**src/hdl/accel_pkg.sv**
```systemverilog
package accel_pkg;

  // **************************************************
  // widths with a meaning
  // **************************************************

  // word address into the external memory
  typedef logic [15:0] addr_t;

  // one memory word
  typedef logic [31:0] data_t;

  // signed operand, low half of a memory word
  typedef logic signed [15:0] operand_t;

  // element pairs per job
  typedef logic [7:0] len_t;

  // cycle counter and elapsed cycles
  typedef logic [31:0] cycle_t;

  // **************************************************
  // bundles
  // **************************************************

  // job descriptor, 56 bits
  typedef struct packed {
    addr_t src_a;
    addr_t src_b;
    addr_t dst;
    len_t  len;
  } job_t;

  // read request, address only
  typedef struct packed {
    addr_t addr;
  } rd_req_t;

  // write request, 48 bits
  typedef struct packed {
    addr_t addr;
    data_t data;
  } wr_req_t;

  // report back to the host side, 64 bits
  typedef struct packed {
    data_t  sum;
    cycle_t cycles;
  } report_t;

  // driver FSM
  typedef enum logic [1:0] {
    drv_idle,
    drv_start,
    drv_await,
    drv_report
  } drv_state_t;

endpackage

```
**src/hdl/accel_driver.sv**
```systemverilog
module accel_driver import accel_pkg::*; (
  input  logic    clk,
  input  logic    rst,
  // job intake
  input  job_t    cmd,
  input  logic    cmd_valid,
  output logic    cmd_ready,
  // towards the three stages
  output job_t    job,
  output logic    start,
  input  logic    done,
  input  data_t   done_sum,
  // report out
  output report_t report,
  output logic    report_valid,
  input  logic    report_ready
);

  // **************************************************
  // cycle counter and stamps
  // **************************************************

  cycle_t cycle_cnt;
  cycle_t start_stamp;
  cycle_t end_stamp;
  data_t  sum_q;

  // free running, wraps around
  always_ff @(posedge clk) begin
    if (rst) begin
      cycle_cnt <= '0;
    end else begin
      cycle_cnt <= cycle_cnt + cycle_t'(1);
    end
  end

  // **************************************************
  // driver FSM
  // **************************************************

  drv_state_t state;
  drv_state_t state_nxt;

  always_comb begin
    state_nxt = state;
    case (state)
      // wait for a job descriptor
      drv_idle: begin
        if (cmd_valid) begin
          state_nxt = drv_start;
        end
      end
      // single cycle, start pulse goes out here
      drv_start: begin
        state_nxt = drv_await;
      end
      // accelerator busy until done
      drv_await: begin
        if (done) begin
          state_nxt = drv_report;
        end
      end
      // report held until taken
      drv_report: begin
        if (report_ready) begin
          state_nxt = drv_idle;
        end
      end
      default: begin
        state_nxt = drv_idle;
      end
    endcase
  end

  always_ff @(posedge clk) begin
    if (rst) begin
      state <= drv_idle;
    end else begin
      state <= state_nxt;
    end
  end

  // job latched on intake, stamps at start and at done
  always_ff @(posedge clk) begin
    if (state == drv_idle && cmd_valid) begin
      job <= cmd;
    end
    if (state == drv_start) begin
      start_stamp <= cycle_cnt;
    end
    if (state == drv_await && done) begin
      end_stamp <= cycle_cnt;
      sum_q     <= done_sum;
    end
  end

  // outputs decoded from state
  assign cmd_ready    = (state == drv_idle);
  assign start        = (state == drv_start);
  assign report_valid = (state == drv_report);
  // elapsed cycles, modulo counter width
  assign report = '{sum: sum_q, cycles: end_stamp - start_stamp};

endmodule

```
**src/hdl/accel_top.sv**
```systemverilog
module accel_top import accel_pkg::*; (
  input  logic    clk,
  input  logic    rst,
  // job in
  input  job_t    cmd,
  input  logic    cmd_valid,
  output logic    cmd_ready,
  // report out
  output report_t report,
  output logic    report_valid,
  input  logic    report_ready,
  // memory read side
  output rd_req_t rd_req,
  output logic    rd_req_valid,
  input  logic    rd_req_ready,
  input  data_t   rd_data,
  input  logic    rd_data_valid,
  // memory write side
  output wr_req_t wr_req,
  output logic    wr_req_valid,
  input  logic    wr_req_ready,
  input  logic    wr_ack
);

  // **************************************************
  // internal wiring
  // **************************************************

  job_t  job;
  logic  start;
  data_t sum;
  logic  sum_valid;
  logic  sum_ready;
  logic  done;
  data_t done_sum;

  // job intake, timing and report
  accel_driver driver_i (
    .clk          (clk),
    .rst          (rst),
    .cmd          (cmd),
    .cmd_valid    (cmd_valid),
    .cmd_ready    (cmd_ready),
    .job          (job),
    .start        (start),
    .done         (done),
    .done_sum     (done_sum),
    .report       (report),
    .report_valid (report_valid),
    .report_ready (report_ready)
  );

  // decode, operand addresses
  operand_fetch fetch_i (
    .clk          (clk),
    .rst          (rst),
    .job          (job),
    .start        (start),
    .rd_req       (rd_req),
    .rd_req_valid (rd_req_valid),
    .rd_req_ready (rd_req_ready)
  );

  // execute, multiply and accumulate
  mac_execute mac_i (
    .clk           (clk),
    .rst           (rst),
    .job           (job),
    .start         (start),
    .rd_data       (rd_data),
    .rd_data_valid (rd_data_valid),
    .sum           (sum),
    .sum_valid     (sum_valid),
    .sum_ready     (sum_ready)
  );

  // result, write back and done
  result_writeback wb_i (
    .clk          (clk),
    .rst          (rst),
    .job          (job),
    .sum          (sum),
    .sum_valid    (sum_valid),
    .sum_ready    (sum_ready),
    .wr_req       (wr_req),
    .wr_req_valid (wr_req_valid),
    .wr_req_ready (wr_req_ready),
    .wr_ack       (wr_ack),
    .done         (done),
    .done_sum     (done_sum)
  );

endmodule

```
**src/hdl/mac_execute.sv**
```systemverilog
module mac_execute import accel_pkg::*; (
  input  logic  clk,
  input  logic  rst,
  input  job_t  job,
  input  logic  start,
  // memory responses, always accepted
  input  data_t rd_data,
  input  logic  rd_data_valid,
  // sum towards result stage
  output data_t sum,
  output logic  sum_valid,
  input  logic  sum_ready
);

  // **************************************************
  // response counting and accumulate
  // **************************************************

  // responses still expected, up to 2 * 255
  logic [8:0]         rsp_left;
  logic               busy;
  operand_t           a_q;
  data_t              acc;
  logic signed [31:0] product;

  // odd response times the latched a
  assign product = a_q * operand_t'(rd_data[15:0]);

  always_ff @(posedge clk) begin
    if (rst) begin
      busy      <= 1'b0;
      rsp_left  <= '0;
      sum_valid <= 1'b0;
    end else if (start) begin
      rsp_left  <= {job.len, 1'b0};
      busy      <= (job.len != '0);
      // nothing to fetch, sum of zero right away
      sum_valid <= (job.len == '0);
    end else begin
      if (busy && rd_data_valid) begin
        rsp_left <= rsp_left - 9'd1;
        if (rsp_left == 9'd1) begin
          busy      <= 1'b0;
          sum_valid <= 1'b1;
        end
      end
      if (sum_valid && sum_ready) begin
        sum_valid <= 1'b0;
      end
    end
  end

  // even count left means this response is an a operand
  always_ff @(posedge clk) begin
    if (start) begin
      acc <= '0;
    end else if (busy && rd_data_valid) begin
      if (!rsp_left[0]) begin
        a_q <= operand_t'(rd_data[15:0]);
      end else begin
        acc <= acc + data_t'(product);
      end
    end
  end

  assign sum = acc;

endmodule

```
**src/hdl/operand_fetch.sv**
```systemverilog
module operand_fetch import accel_pkg::*; (
  input  logic    clk,
  input  logic    rst,
  input  job_t    job,
  input  logic    start,
  // read request port
  output rd_req_t rd_req,
  output logic    rd_req_valid,
  input  logic    rd_req_ready
);

  // **************************************************
  // element index and a/b phase
  // **************************************************

  logic  busy;
  len_t  idx;
  // low means the a operand is next
  logic  phase_b;
  logic  accept;
  logic  last_pair;
  addr_t base;

  assign accept = rd_req_valid && rd_req_ready;
  // last element pair of the job
  assign last_pair = (idx == job.len - len_t'(1));

  always_ff @(posedge clk) begin
    if (rst) begin
      busy    <= 1'b0;
      idx     <= '0;
      phase_b <= 1'b0;
    end else if (start) begin
      // zero length job issues nothing
      busy    <= (job.len != '0);
      idx     <= '0;
      phase_b <= 1'b0;
    end else if (accept) begin
      if (phase_b) begin
        // pair complete, step to next element
        idx     <= idx + len_t'(1);
        phase_b <= 1'b0;
        if (last_pair) begin
          busy <= 1'b0;
        end
      end else begin
        phase_b <= 1'b1;
      end
    end
  end

  // **************************************************
  // address stream
  // **************************************************

  // a, b, a, b ... all from registered state so it holds under stall
  assign base         = phase_b ? job.src_b : job.src_a;
  assign rd_req       = '{addr: base + addr_t'(idx)};
  assign rd_req_valid = busy;

endmodule

```
**src/hdl/result_writeback.sv**
```systemverilog
module result_writeback import accel_pkg::*; (
  input  logic    clk,
  input  logic    rst,
  input  job_t    job,
  // sum from execute stage
  input  data_t   sum,
  input  logic    sum_valid,
  output logic    sum_ready,
  // write port
  output wr_req_t wr_req,
  output logic    wr_req_valid,
  input  logic    wr_req_ready,
  input  logic    wr_ack,
  // completion towards driver
  output logic    done,
  output data_t   done_sum
);

  // **************************************************
  // writeback FSM
  // **************************************************

  typedef enum logic [1:0] {
    wb_idle,
    wb_write,
    wb_wait
  } wb_state_t;

  wb_state_t state;

  always_ff @(posedge clk) begin
    if (rst) begin
      state <= wb_idle;
      done  <= 1'b0;
    end else begin
      done <= 1'b0;
      case (state)
        wb_idle: begin
          if (sum_valid) begin
            state <= wb_write;
          end
        end
        wb_write: begin
          if (wr_req_ready) begin
            state <= wb_wait;
          end
        end
        // one ack per accepted write
        wb_wait: begin
          if (wr_ack) begin
            state <= wb_idle;
            done  <= 1'b1;
          end
        end
        default: begin
          state <= wb_idle;
        end
      endcase
    end
  end

  // sum kept for the write and for the report
  always_ff @(posedge clk) begin
    if (state == wb_idle && sum_valid) begin
      done_sum <= sum;
    end
  end

  assign sum_ready    = (state == wb_idle);
  assign wr_req_valid = (state == wb_write);
  // dst stays put, driver holds the job until the report goes out
  assign wr_req       = '{addr: job.dst, data: done_sum};

endmodule

```
**config.mk**
```make
export PLATFORM = sky130hd
export DESIGN_NAME = accel_top
export DESIGN_NICKNAME = d
export VERILOG_FILES = /design/src/hdl/accel_pkg.sv /design/src/hdl/accel_driver.sv /design/src/hdl/accel_top.sv /design/src/hdl/mac_execute.sv /design/src/hdl/operand_fetch.sv /design/src/hdl/result_writeback.sv
export SDC_FILE = /design/constraint.sdc
export NUM_CORES = 1
export LEC_CHECK = 0
export ABC_AREA = 1
export BUFFER_PORTS_ARGS = -buffer_cell sky130_fd_sc_hd__buf_4
export CAP_MARGIN = 20
export CORE_ASPECT_RATIO = 0.8
export CORE_MARGIN = 2
export CORE_UTILIZATION = 60
export DETAILED_ROUTE_END_ITERATION = 16
export PLACE_DENSITY = 0.85
export SYNTH_ARGS = -nofsm -noshare
export SYNTH_HDL_FRONTEND = slang
export SYNTH_SLANG_ARGS = --single-unit
```
**constraint.sdc**
```tcl
create_clock -name clk -period 7.32 [get_ports clk]
set_input_delay 0.732 -clock clk [delete_from_list [all_inputs] [get_ports clk]]
set_output_delay 0.732 -clock clk [all_outputs]
set_load 0.03 [all_outputs]
```
**After elaboration in Yosys (flattened, before gate mapping)**

Cells that the tools add are included.

- Register bits: 290
- Output and inout bits: 132

- Add/sub/neg operators: 7
- Multiply operators: 1
- Eq/ne operators: 13
- Multiplexer cells: 24
- Bitwise logic cells: 3
- Reduce and logical (&&, ||, !) cells: 26

Operators with widths:

| operator | count |
|---|---|
| 32-bit by 1-bit adder with 32-bit output, second input constant | 1 |
| 32-bit adder | 1 |
| 16-bit by 16-bit multiplier with 32-bit output | 1 |
| 32-bit subtractor | 1 |
| 9-bit 2-to-1 mux | 2 |
| 16-bit by 8-bit adder with 16-bit output | 1 |
| 16-bit 2-to-1 mux | 1 |
| 1-bit 2-to-1 mux | 13 |
| 2-bit 2-to-1 mux | 6 |
| 3-bit AND reduction | 4 |
| 2-bit nonzero test | 5 |
| 9-bit by 1-bit == test with 1-bit output, second input constant | 1 |
| 9-bit by 1-bit subtractor with 9-bit output, second input constant | 1 |
| 8-bit by 1-bit adder with 8-bit output, second input constant | 1 |
| 8-bit == test | 1 |
| 8-bit zero test | 1 |
| 2-bit by 1-bit != test with 1-bit output, second input constant | 4 |
| 2-bit case mux with 4 select lines | 1 |
| 2-bit AND reduction | 4 |
| 8-bit nonzero test | 1 |
| 8-bit by 1-bit subtractor with 8-bit output, second input constant | 1 |
| 2-bit == test, second input constant | 3 |
| 2-bit case mux with 3 select lines | 1 |
| 3-bit nonzero test | 2 |
| other kinds (6) | 16 |

**Depth between registers and ports, before layout**

Gate-level depths: netlist of run 1.

- Depth in word-level cells: 6
- Depth in mapped cells: 31
- Depth with buffers taken out: 29

**By module**

A second synthesis of run 1 with hierarchy kept.

- Cells, all modules: 3077
- Area, all modules: 25794.7 um^2

By module, submodules not included:

| module | instances | cells each | area each (um^2) | seq. area each (um^2) |
|---|---|---|---|---|
| mac_execute | 1 | 1771 | 13964.6 | 1341.3 |
| accel_driver | 1 | 956 | 8897.3 | 5245.0 |
| operand_fetch | 1 | 254 | 1481.4 | 200.2 |
| result_writeback | 1 | 96 | 1451.4 | 1021.0 |

**Worst setup path before layout of run 1**

No wires, ideal clock.

- Path type: input to register
- From: input port rd_data[1]
- To: register mac_i.acc[31] (netlist: mac_i.sum[31])
- Setup time: 0.109 ns
- Arrival time: 5.863 ns
- Slack: 1.348 ns
- Stages: 27
- Cell sequence: clkbuf_1 -> nand2_1 -> inv_1 -> fa_1 -> inv_1 -> fa_1 -> inv_1 -> fa_1 -> inv_1 -> fa_1 -> inv_1 -> fa_1 -> inv_1 -> fa_1 -> inv_1 -> ha_1 -> nand2_1 -> nor2_1 -> nand3_1 -> nor3_1 -> nand2_1 -> inv_1 -> nor2_1 -> nand3_1 -> nand3_1 -> nand2_1 -> inv_1

- Word-level cells in the longest chain between the ends: 2

RTL lines:

| item | line | source |
|---|---|---|
| start, declared | accel_top.sv:16 | `input data_t rd_data,` |
| 16-bit by 16-bit multiplier with 32-bit output | mac_execute.sv:27 | `assign product = a_q * operand_t'(rd_data[15:0]);` |
| 32-bit adder | mac_execute.sv:61 | `acc <= acc + data_t'(product);` |
| end signal, assigned | mac_execute.sv:61 |  |
| end, declared | mac_execute.sv:23 | `data_t acc;` |

Every way passes these cells.
A chain may end at the register's enable or synchronous reset.

**Final worst setup path of run 1**

- From: register mac_i.a_q[15]
- To: register mac_i.acc[30] (netlist: mac_i.sum[30])

- Word-level cells in the longest chain between the ends: 2

RTL lines:

| item | line | source |
|---|---|---|
| start, declared | mac_execute.sv:22 | `operand_t a_q;` |
| start signal, assigned | mac_execute.sv:59 | `a_q <= operand_t'(rd_data[15:0]);` |
| 16-bit by 16-bit multiplier with 32-bit output | mac_execute.sv:27 |  |
| 32-bit adder | mac_execute.sv:61 |  |

Every way passes these cells.

==> results of run 1 <==
per-layer routing:
metal  wire (microns)  vias to the layer above  share of wire
met5                0                        -              0
met2            27900                      780           0.47
met3             4570                      108          0.077
met4             1530                        0          0.026
met1            25600                     9366           0.43
li1                 -                     8993              -
cell usage after synthesis (3+ instances only):
| cell type | instances | area share |
|---|---|---|
| a21o_1 | 11 | 0.0033 |
| a21oi_1 | 108 | 0.022 |
| a31oi_1 | 11 | 0.0028 |
| buf_2 | 5 | 0.0010 |
| buf_4 | 16 | 0.0048 |
| clkbuf_1 | 69 | 0.010 |
| dfxtp_1 | 90 | 0.073 |
| edfxtp_1 | 200 | 0.24 |
| fa_1 | 294 | 0.24 |
| ha_1 | 146 | 0.074 |
| inv_1 | 693 | 0.10 |
| nand2_1 | 638 | 0.096 |
| nand3_1 | 84 | 0.017 |
| nand3b_1 | 5 | 0.0015 |
| nand4_1 | 34 | 0.0086 |
| nor2_1 | 178 | 0.027 |
| nor3_1 | 33 | 0.0067 |
| nor3b_1 | 3 | 0.00091 |
| nor4_1 | 3 | 0.00076 |
| o211ai_1 | 4 | 0.0012 |
| o21a_1 | 16 | 0.0048 |
| o21ai_0 | 66 | 0.013 |
| o21bai_1 | 19 | 0.0057 |
| o221ai_1 | 3 | 0.0011 |
| or2_2 | 15 | 0.0038 |
| xnor2_1 | 25 | 0.0088 |
| xor2_1 | 53 | 0.019 |
critical path: stages, from the launching register on:
cell and delay (ns):
edfxtp_1 0.50, nand2_1 0.20, inv_1 0.08, fa_1 0.71, inv_1 0.11, fa_1 0.68, inv_1 0.20, fa_1 0.52
inv_1 0.06, fa_1 0.54, inv_1 0.05, fa_1 0.47, inv_1 0.05, fa_1 0.47, inv_1 0.04, ha_1 0.35
nand2_1 0.09, nor2_1 0.17, nand3_1 0.13, nor4_1 0.19, nand2_1 0.15, nand3_1 0.11, nand2_1 0.05, nor2_1 0.11
nor2_1 0.04
area by class of cell:
| class | count | area [sq um] |
|---|---|---|
| clock buffer | 39 | 806 |
| clock inverter | 17 | 128 |
| fill | 3169 | 13000 |
| inverter | 695 | 2610 |
| multi-input combinational | 1771 | 14000 |
| sequential | 290 | 7810 |
| tap | 544 | 681 |
| timing repair buffer | 221 | 1680 |
logic make-up (layout without fill, tap and decap cells):
logic type | Yosys count | count (layout) | synth area share
flops | 290 | 290 | 0.315
mux | 2 | 2 | 0.000806
simple gates | 1005 | 1005 | 0.168
compound gates | 246 | 246 | 0.0565
xor+xnor | 78 | 78 | 0.0275
buf+inv | 788 | 972 | 0.122
fa+ha+maj | 440 | 440 | 0.311
flip-flops by register name (all words and copies together), names as in the netlist, 2 cells and up:
| name | count |
|---|---|
| wb_i.state | 2 |
| driver_i.cycle_cnt | 32 |
| fetch_i.idx | 8 |
| mac_i.a_q | 16 |
| driver_i.start_stamp | 32 |
| mac_i.sum | 32 |
| driver_i.end_stamp | 32 |
| driver_i.job | 56 |
| wb_i.done_sum | 32 |
| driver_i.state | 2 |
| driver_i.sum_q | 32 |
| mac_i.rsp_left | 9 |
worst min-delay path by stage:
stage	slack [ns]	startpoint	depth (start not counted)	to
after global placement	0.42	mac_i.sum[15]	0	wb_i.done_sum[15]
after CTS	0.31	cmd[21]	1	driver_i.job[21]
final	0.34	cmd[16]	1	driver_i.job[16]
after detailed placement	0.42	mac_i.sum[15]	0	wb_i.done_sum[15]
after global routing	0.32	cmd[28]	1	driver_i.job[28]
after floorplan	0.41	mac_i.sum[15]	0	wb_i.done_sum[15]
stage by stage:
stage               instance area, sq um  hold WS (ns)  utilization  cells
floorplan                          24800         0.408            -   2849
global placement                   26700         0.419        0.657   3520
detailed placement                 26700         0.419        0.657   3520
CTS                                27700         0.310        0.680   3576
global route                       27700         0.315        0.681   3577
finish                             27700         0.338        0.681   3577
==> impl_metrics.yaml, run 1 <==
outcome:
  status: "complete, no violations"
setup_path:
  critPathCapture: "mac_i.sum[30]"
  path_class: "flip-flop to flip-flop"
  cp-end-kind: "flip-flop"
  crit_arrival_ns: 6.65
  ff2ff_setup_slack_ns: 1.13
  r2r_cells: 24
  required_ns: 7.78
  startpoint: "mac_i.a_q[15]"
  cp-start-kind: "flip-flop"
  r2r-start: "mac_i.a_q[15]"
  worst-path-max-fanout: 5
  crit-reg2reg-capture: "mac_i.sum[30]"
die:
  die_w_microns: 231
  num_rows: 66
  boundaryPins: 228
  coreArea_sq_um: 40700
  die_h_microns: 186
  start_util: 0.610
  die-area_sq_um: 43000
timing:
  fin_crit_sh: 0.845
  hold_viol: 0
  final.setup.tns_ns: 0
  rsz0062_at_grt: "no"
  setup_violations: 0
  drv_slew: 0
  worst_slew_pin_slew_ns: 0.927
  skew_ns: 0.0166
  setup_ws_ns: 1.13
  period_needed_ns: 6.19
  timing.fmax_ghz: 0.162
  max-slew-margin-rel: 0.382
yosys:
  netlist_instances: 2849
  synth_nets: 3385
  yosys_warnings: 0
  syn_area_per_cell_sq_um: 8.71
  synthFlopType: "edfxtp_1"
  async_flop_share: 0
  synth_edf_count: 200
  ys_seq_elements: 290
  yosysSeqAreaShare: 0.315
  syn_area_sq_um: 24800
  synthDistinctLibCells: 48
cells_and_area:
  final_cell_mix: "inv_1, nand2_1, fa_1"
  layout.nets: 3545
  layout-drive-gt1-share: 0.0979
  diodes: 0
  layout_commonest_cell: "inv_1"
  syn2layout_area_growth_pct: 11.6
placed_design:
  gp_congestion: 0.907
  post-dp-hpwl_mm: 47.6
  io_buffers: 211
  dpl_worst_slack_ns: 0.778
cts:
  max-clock-path-buffers: 3
  cts_tree: "built"
  clk_latency_ns: 0.57
  clock-root-buffer: "clkbuf_16"
  cts_buffers: 30
  numClockSinks: 290
  cts_resized: 0
  htree_levels: 1
  hold_buffers: 0
  cts_setup_buffers: 0
  path_clk_slew_ns: 0.06
routing:
  wl_per_cell_microns: 16.7
  wl_mm: 59.6
  drtAntennaViolNets: 0
  drcViolationCount: 0
  drtIter0Drc: 1532
  vias_per_cell: 5.38
  num_vias: 19247
  drtPass1Iterations: 6
global_route:
  antenna_found_initial: 0
  use_met3: 0.0434
  grt_max_degree: 65
  grt_first_pass_wirelength_mm: 97.9
  track_usage: 0.287
  gr-usage-met1: 0.393
  busiest_layer: "met2"
  first_global_vias: 19834
  grt.met2_usage: 0.478
  grt-ovfl-total: 0
hold_path:
  min_path_type: "primary input to flip-flop"
flow_run:
  maxCapViolCount: 0
Power of run 1 is left out: the tool's default activity adds up to more than one toggle a clock period on the data nets, which glitch-free logic cannot reach.
==> run 2, diff against run 1 <==
Settings changed: ABC_AREA 1 to 0, PLACE_DENSITY 0.85 to 0.86.
Clock period 7.32 ns to 6.4 ns, I/O delays scaled along.
==> run 2 against run 1 <==
Final area decreased by 3.4%; routed wire length is 9.1% lower; highest routed layer unchanged; non-clock buffer count increased by 59.
==> impl_metrics.yaml, run 2 <==
yosys:
  synth_area_leaders: "edfxtp_1, fa_1, ha_1"
  ys_seq_elements: 290
  synthDistinctLibCells: 68
  syn_area_per_cell_sq_um: 10.5
  yosys_warnings: 0
  synth_top_area_frac: 0.257
  ys_top_cells_by_count: "inv_1, fa_1, nand2_1, edfxtp_1, ha_1"
  netlist_instances: 2231
  yosysSeqAreaShare: 0.335
  async_flop_share: 0
  synth_edf_count: 200
  synth_top_area_cell: "edfxtp_1"
  synthFlopType: "edfxtp_1"
  synth.most_common_cell: "inv_1"
  syn_area_sq_um: 23300
  synth_nets: 2767
routing:
  drtAntennaViolNets: 0
  drcViolationCount: 0
  wl_per_cell_microns: 18.2
  drtPass1Iterations: 5
  wl_mm: 54.2
  num_vias: 16818
  vias_per_cell: 5.65
  drtIter0Drc: 1312
setup_path:
  worst-path-max-fanout: 5
  crit_chain: "nand2_1 -> inv_1 -> fa_2 -> inv_1 -> fa_2 -> inv_1 -> fa_1 -> fa_1 -> fa_1 -> inv_1 -> fa_1 -> inv_1 -> ha_1 -> nand4_1 -> nand2b_1 -> or3_1 -> o21a_2 -> o31ai_4 -> xnor2_1 -> a211oi_1"
  critical-path-top-delay-family: "adder cells"
  cp-start-kind: "flip-flop"
  cp-end-kind: "flip-flop"
  critPathMaxStageDelay_ns: 0.62
  required_ns: 6.87
  crit_arrival_ns: 6.72
  critical_path_buf_inv_count: 5
  path_class: "flip-flop to flip-flop"
  cp_common_cell: "inv_1"
  cpMaxStageDelayCell: "fa_2"
placed_design:
  io_buffers: 211
  post-dp-hpwl_mm: 41.0
  postPlaceCellArea_sq_um: 25600
  dpl_worst_slack_ns: -0.195
  gp_congestion: 0.910
cells_and_area:
  diodes: 0
  post-route-util: 0.699
  final_cell_area_sq_um: 26800
  largest_register: "driver_i.job"
  final_cell_mix: "inv_1, fa_1, buf_4"
  layout-drive-gt1-share: 0.149
  largest_reg_flops: 56
  layout.nets: 2998
  layout_commonest_cell: "inv_1"
  syn2layout_area_growth_pct: 14.7
die:
  die-area_sq_um: 40500
  coreArea_sq_um: 38300
  num_rows: 64
  die_w_microns: 224
  start_util: 0.610
  boundaryPins: 228
  die_h_microns: 180
global_route:
  antenna_found_initial: 0
  first_global_vias: 18335
  grt_max_degree: 58
  track_usage: 0.277
  grt-ovfl-total: 0
  grt_first_pass_wirelength_mm: 89.9
cts:
  clk_latency_ns: 0.58
  cts_buffers: 28
  path_clk_slew_ns: 0.07
  clock-root-buffer: "clkbuf_16"
  htree_levels: 1
  hold_buffers: 0
  cts_tree: "built"
  numClockSinks: 290
  max-clock-path-buffers: 3
outcome:
  status: "complete, no violations"
timing:
  setup_violations: 0
  drv_slew: 0
  timing.fmax_ghz: 0.160
  rsz0062_at_grt: "yes"
  fin_crit_sh: 0.977
  hold_viol: 0
  skew_ns: 0.0267
  period_needed_ns: 6.25
  worst_slew_pin_slew_ns: 0.756
  max-slew-margin-rel: 0.496
  setup_ws_ns: 0.150
hold_path:
  min_path_type: "primary input to flip-flop"
flow_run:
  maxCapViolCount: 0
run 2: final timing paths:
path / end / cells past startpoint / start / slack (ns)
max reg2reg: mac_i.sum[31] / 20 / mac_i.a_q[15] / 0.15
max: mac_i.sum[31] / 20 / mac_i.a_q[15] / 0.15
min reg2reg: wb_i.done_sum[15] / 0 / mac_i.sum[15] / 0.44
min: driver_i.job[12] / 1 / cmd[12] / 0.25
run 2: repair_timing:
action                                  CTS  global route
setup buffers                             0            22
gates resized for setup                   2             6
endpoints found under the hold margin     0             0
pin swaps                                 0             4
endpoints found under the setup margin    1             9
run 2: worst register-to-register path: cells and delay by family, from the launching register on:
kind            cells  cell delay (ns)
buf+inv             5             0.32
simple gates        4             0.92
fa+ha+maj           7             3.48
compound gates      3             0.84
flops               1             0.48
xor+xnor            1             0.12
run 2: per-stage QoR:
step	setup TNS, ns	instances	hold WS (ns)
after floorplan	0	2231	0.408
after detailed placement	-0.301	2905	0.422
after global placement	0	2905	0.423
after CTS	0	2957	0.226
final	0	2979	0.246
after global routing	-0.0950	2979	0.231
run 2: cell type report:
class / instances / area, sq um
Clock inverter: 15 / 136
Tap cell: 495 / 619
Fill cell: 2646 / 11500
Timing Repair Buffer: 280 / 2130
Multi-Input combinational cell: 1447 / 13700
Clock buffer: 37 / 828
Sequential cell: 290 / 7810
Inverter: 415 / 1560
run 2: cells by family (layout without fill, tap and decap cells):
kind of cell               Yosys count  after routing  share of synthesized area
AOI/OAI and AO/OA                  244            244                     0.0668
xor gates and xnor gates           122            122                     0.0458
adders and majority gates          440            440                      0.331
buffers and inverters              494            747                     0.0821
DFF                                290            290                      0.335
muxes                               15             15                    0.00692
and+or+nand+nor                    626            626                      0.133
run 2: routing by layer:
metal	GRT usage	up-vias	wire, microns
met5	0	-	0
met4	0.0999	0	1800
met3	0.0370	140	3430
met2	0.492	698	27600
met1	0.349	8374	21300
li1	-	7606	-
Power of run 2 is left out for the same reason.
==> run 3, diff against run 2 <==
Settings changed: SYNTH_HIERARCHICAL set to 1.
Clock period 6.4 ns to 7.5 ns, I/O delays scaled along.
==> run 3 against run 2 <==
Utilization down 1.4 points; register-to-register slack better by 0.42 ns; die area up 0.56%; sequential share of layout area up 0.54 points; non-clock buffer count down 62; cell count down 2.5%; fmax down 9.9%.
==> impl_metrics.yaml, run 3 <==
routing:
  drtPass1Iterations: 6
  wl_mm: 55.0
  routed.top_layer: "met4"
  vias_per_cell: 5.73
  drcViolationCount: 0
  wl_met2_mm: 26.7
  met3_length_mm: 4.16
  drtIter0Drc: 1373
  num_vias: 16640
  drtAntennaViolNets: 0
  m1WireLength_mm: 22.5
  wl_per_cell_microns: 19.0
cells_and_area:
  layout.nets: 2921
  largest_reg_flops: 56
  layout_commonest_cell: "inv_1"
  post-route-util: 0.685
  layout-drive-gt1-share: 0.126
  final_cell_area_sq_um: 26300
  final_cell_mix: "inv_1, fa_1, nand2_1"
  largest_register: "driver_i/job"
  syn2layout_area_growth_pct: 12.0
  diodes: 0
yosys:
  yosys_warnings: 6
  syn_area_per_cell_sq_um: 10.5
  synthFlopType: "edfxtp_1"
  synth.most_common_cell: "inv_1"
  synth_area_leaders: "edfxtp_1, fa_1, ha_1"
  async_flop_share: 0
  yosysSeqAreaShare: 0.333
  synth_top_area_frac: 0.256
  synth_edf_count: 200
  synth_top_area_cell: "edfxtp_1"
  ys_top_cells_by_count: "inv_1, fa_1, nand2_1, edfxtp_1, ha_1"
  netlist_instances: 2240
  ys_seq_elements: 290
  synth_nets: 2777
  synthDistinctLibCells: 77
  syn_area_sq_um: 23500
cts:
  clock-root-buffer: "clkbuf_16"
  cts_buffers: 31
  cts_resized: 0
  path_clk_slew_ns: 0.07
  max-clock-path-buffers: 3
  cts_setup_buffers: 0
  cts_tree: "built"
  numClockSinks: 290
  clk_latency_ns: 0.58
  hold_buffers: 0
  htree_levels: 1
setup_path:
  r2r-start: "mac_i/a_q[15]"
  required_ns: 7.95
  crit_chain: "nand2_1 -> inv_1 -> fa_1 -> inv_1 -> fa_1 -> inv_1 -> fa_1 -> fa_1 -> fa_1 -> inv_1 -> fa_1 -> inv_1 -> ha_1 -> a211oi_1 -> o21ai_0 -> a221oi_1 -> o21ai_0 -> a21oi_1 -> o21ai_1 -> xnor2_1 -> a22o_1"
  critical-path-top-delay-family: "adder cells"
  cp-end-kind: "flip-flop"
  cpMaxStageDelayCell: "fa_1"
  critPathCapture: "mac_i/sum[31]"
  cp_common_cell: "fa_1"
  path_class: "flip-flop to flip-flop"
  r2r_cells: 21
  worst-path-max-fanout: 16
  crit-reg2reg-capture: "mac_i/sum[31]"
  startpoint: "mac_i/a_q[15]"
  cp.depth: 21
  crit_arrival_ns: 7.39
  critical_path_buf_inv_count: 5
  cp-start-kind: "flip-flop"
  critPathMaxStageDelay_ns: 0.74
  ff2ff_setup_slack_ns: 0.57
timing:
  drv_slew: 0
  timing.fmax_ghz: 0.144
  final.setup.tns_ns: 0
  fin_crit_sh: 0.925
  period_needed_ns: 6.93
  skew_ns: 0.0279
  rsz0062_at_grt: "no"
  worst_slew_pin_slew_ns: 1.07
  max-slew-margin-rel: 0.286
  setup_violations: 0
  hold_viol: 0
hold_path:
  min_path_type: "primary input to flip-flop"
global_route:
  antenna_found_initial: 1
  grt-ovfl-total: 0
  first_global_vias: 17772
  grt_max_degree: 57
  grt_first_pass_wirelength_mm: 90.4
  track_usage: 0.278
die:
  num_rows: 64
  coreArea_sq_um: 38400
  die-area_sq_um: 40700
  start_util: 0.612
  die_h_microns: 181
  die_w_microns: 225
  boundaryPins: 228
placed_design:
  post-dp-hpwl_mm: 41.7
  gp_congestion: 0.928
  postPlaceCellArea_sq_um: 25200
  io_buffers: 211
flow_run:
  maxCapViolCount: 0
outcome:
  status: "complete, no violations"
-- run 3: cell count changes in the layout (fill, tap and decap cells not counted), moves of 13 or more --
cell | before | now
buf_4 | 276 | 218
inv_1 | 415 | 391
nor2b_1 | 20 | 7
xor2_1 | 44 | 57
nand2_1 | 212 | 225
-- run 3: layout make-up --
class,count,area (sq um)
clock buffers,42,911
flip-flops and latches,290,7810
repair buffers,218,1640
fillers,2673,12100
inverters,391,1470
well taps,495,619
clock inverters,16,205
multi-input cells,1452,13600
-- run 3: logic make-up after synthesis --
| kind of cell | Yosys count | synth area share |
|---|---|---|
| compound gates | 249 | 0.0666 |
| xor+xnor | 127 | 0.0474 |
| fa+ha+maj | 441 | 0.329 |
| buf+inv | 498 | 0.0878 |
| flops | 290 | 0.333 |
| mux | 17 | 0.00795 |
| simple gates | 618 | 0.128 |
-- run 3: layer usage --
layer | track usage | vias up
li1 | - | 7461
met1 | 0.377 | 8337
met2 | 0.472 | 710
met3 | 0.0376 | 132
met4 | 0.0789 | 0
met5 | 0 | -
-- run 3: worst register-to-register path: stages, from the launching register on --
cell and delay (ns):
edfxtp_1 0.62, nand2_1 0.25, inv_1 0.09, fa_1 0.74, inv_1 0.11, fa_1 0.66, inv_1 0.19, fa_1 0.49
fa_1 0.52, fa_1 0.51, inv_1 0.05, fa_1 0.48, inv_1 0.05, ha_1 0.35, a211oi_1 0.30, o21ai_0 0.19
a221oi_1 0.25, o21ai_0 0.11, a21oi_1 0.32, o21ai_1 0.16, xnor2_1 0.17, a22o_1 0.21
-- run 3: stage by stage --
| step | std cells | hold WS [ns] | worst slack (ns) |
|---|---|---|---|
| after floorplan | 2240 | 0.428 | 1.06 |
| after global placement | 2846 | 0.443 | 0.583 |
| after detailed placement | 2846 | 0.449 | 0.446 |
| after CTS | 2904 | 0.314 | 0.611 |
| after global routing | 2904 | 0.320 | 0.212 |
| final | 2904 | 0.335 | 0.565 |
-- run 3: worst min path at each step --
stage	from	to	slack, ns	depth (start not counted)
2_1_floorplan	wb_i/done_sum[0]	driver_i/sum_q[0]	0.43	0
3_3_place_gp	wb_i/done_sum[19]	driver_i/sum_q[19]	0.44	0
3_5_place_dp	wb_i/done_sum[21]	driver_i/sum_q[21]	0.45	0
4_1_cts	cmd[13]	driver_i/job[13]	0.31	1
5_1_grt	cmd[37]	driver_i/job[37]	0.32	1
6_report	cmd[13]	driver_i/job[13]	0.34	1
Power of run 3 is left out for the same reason.
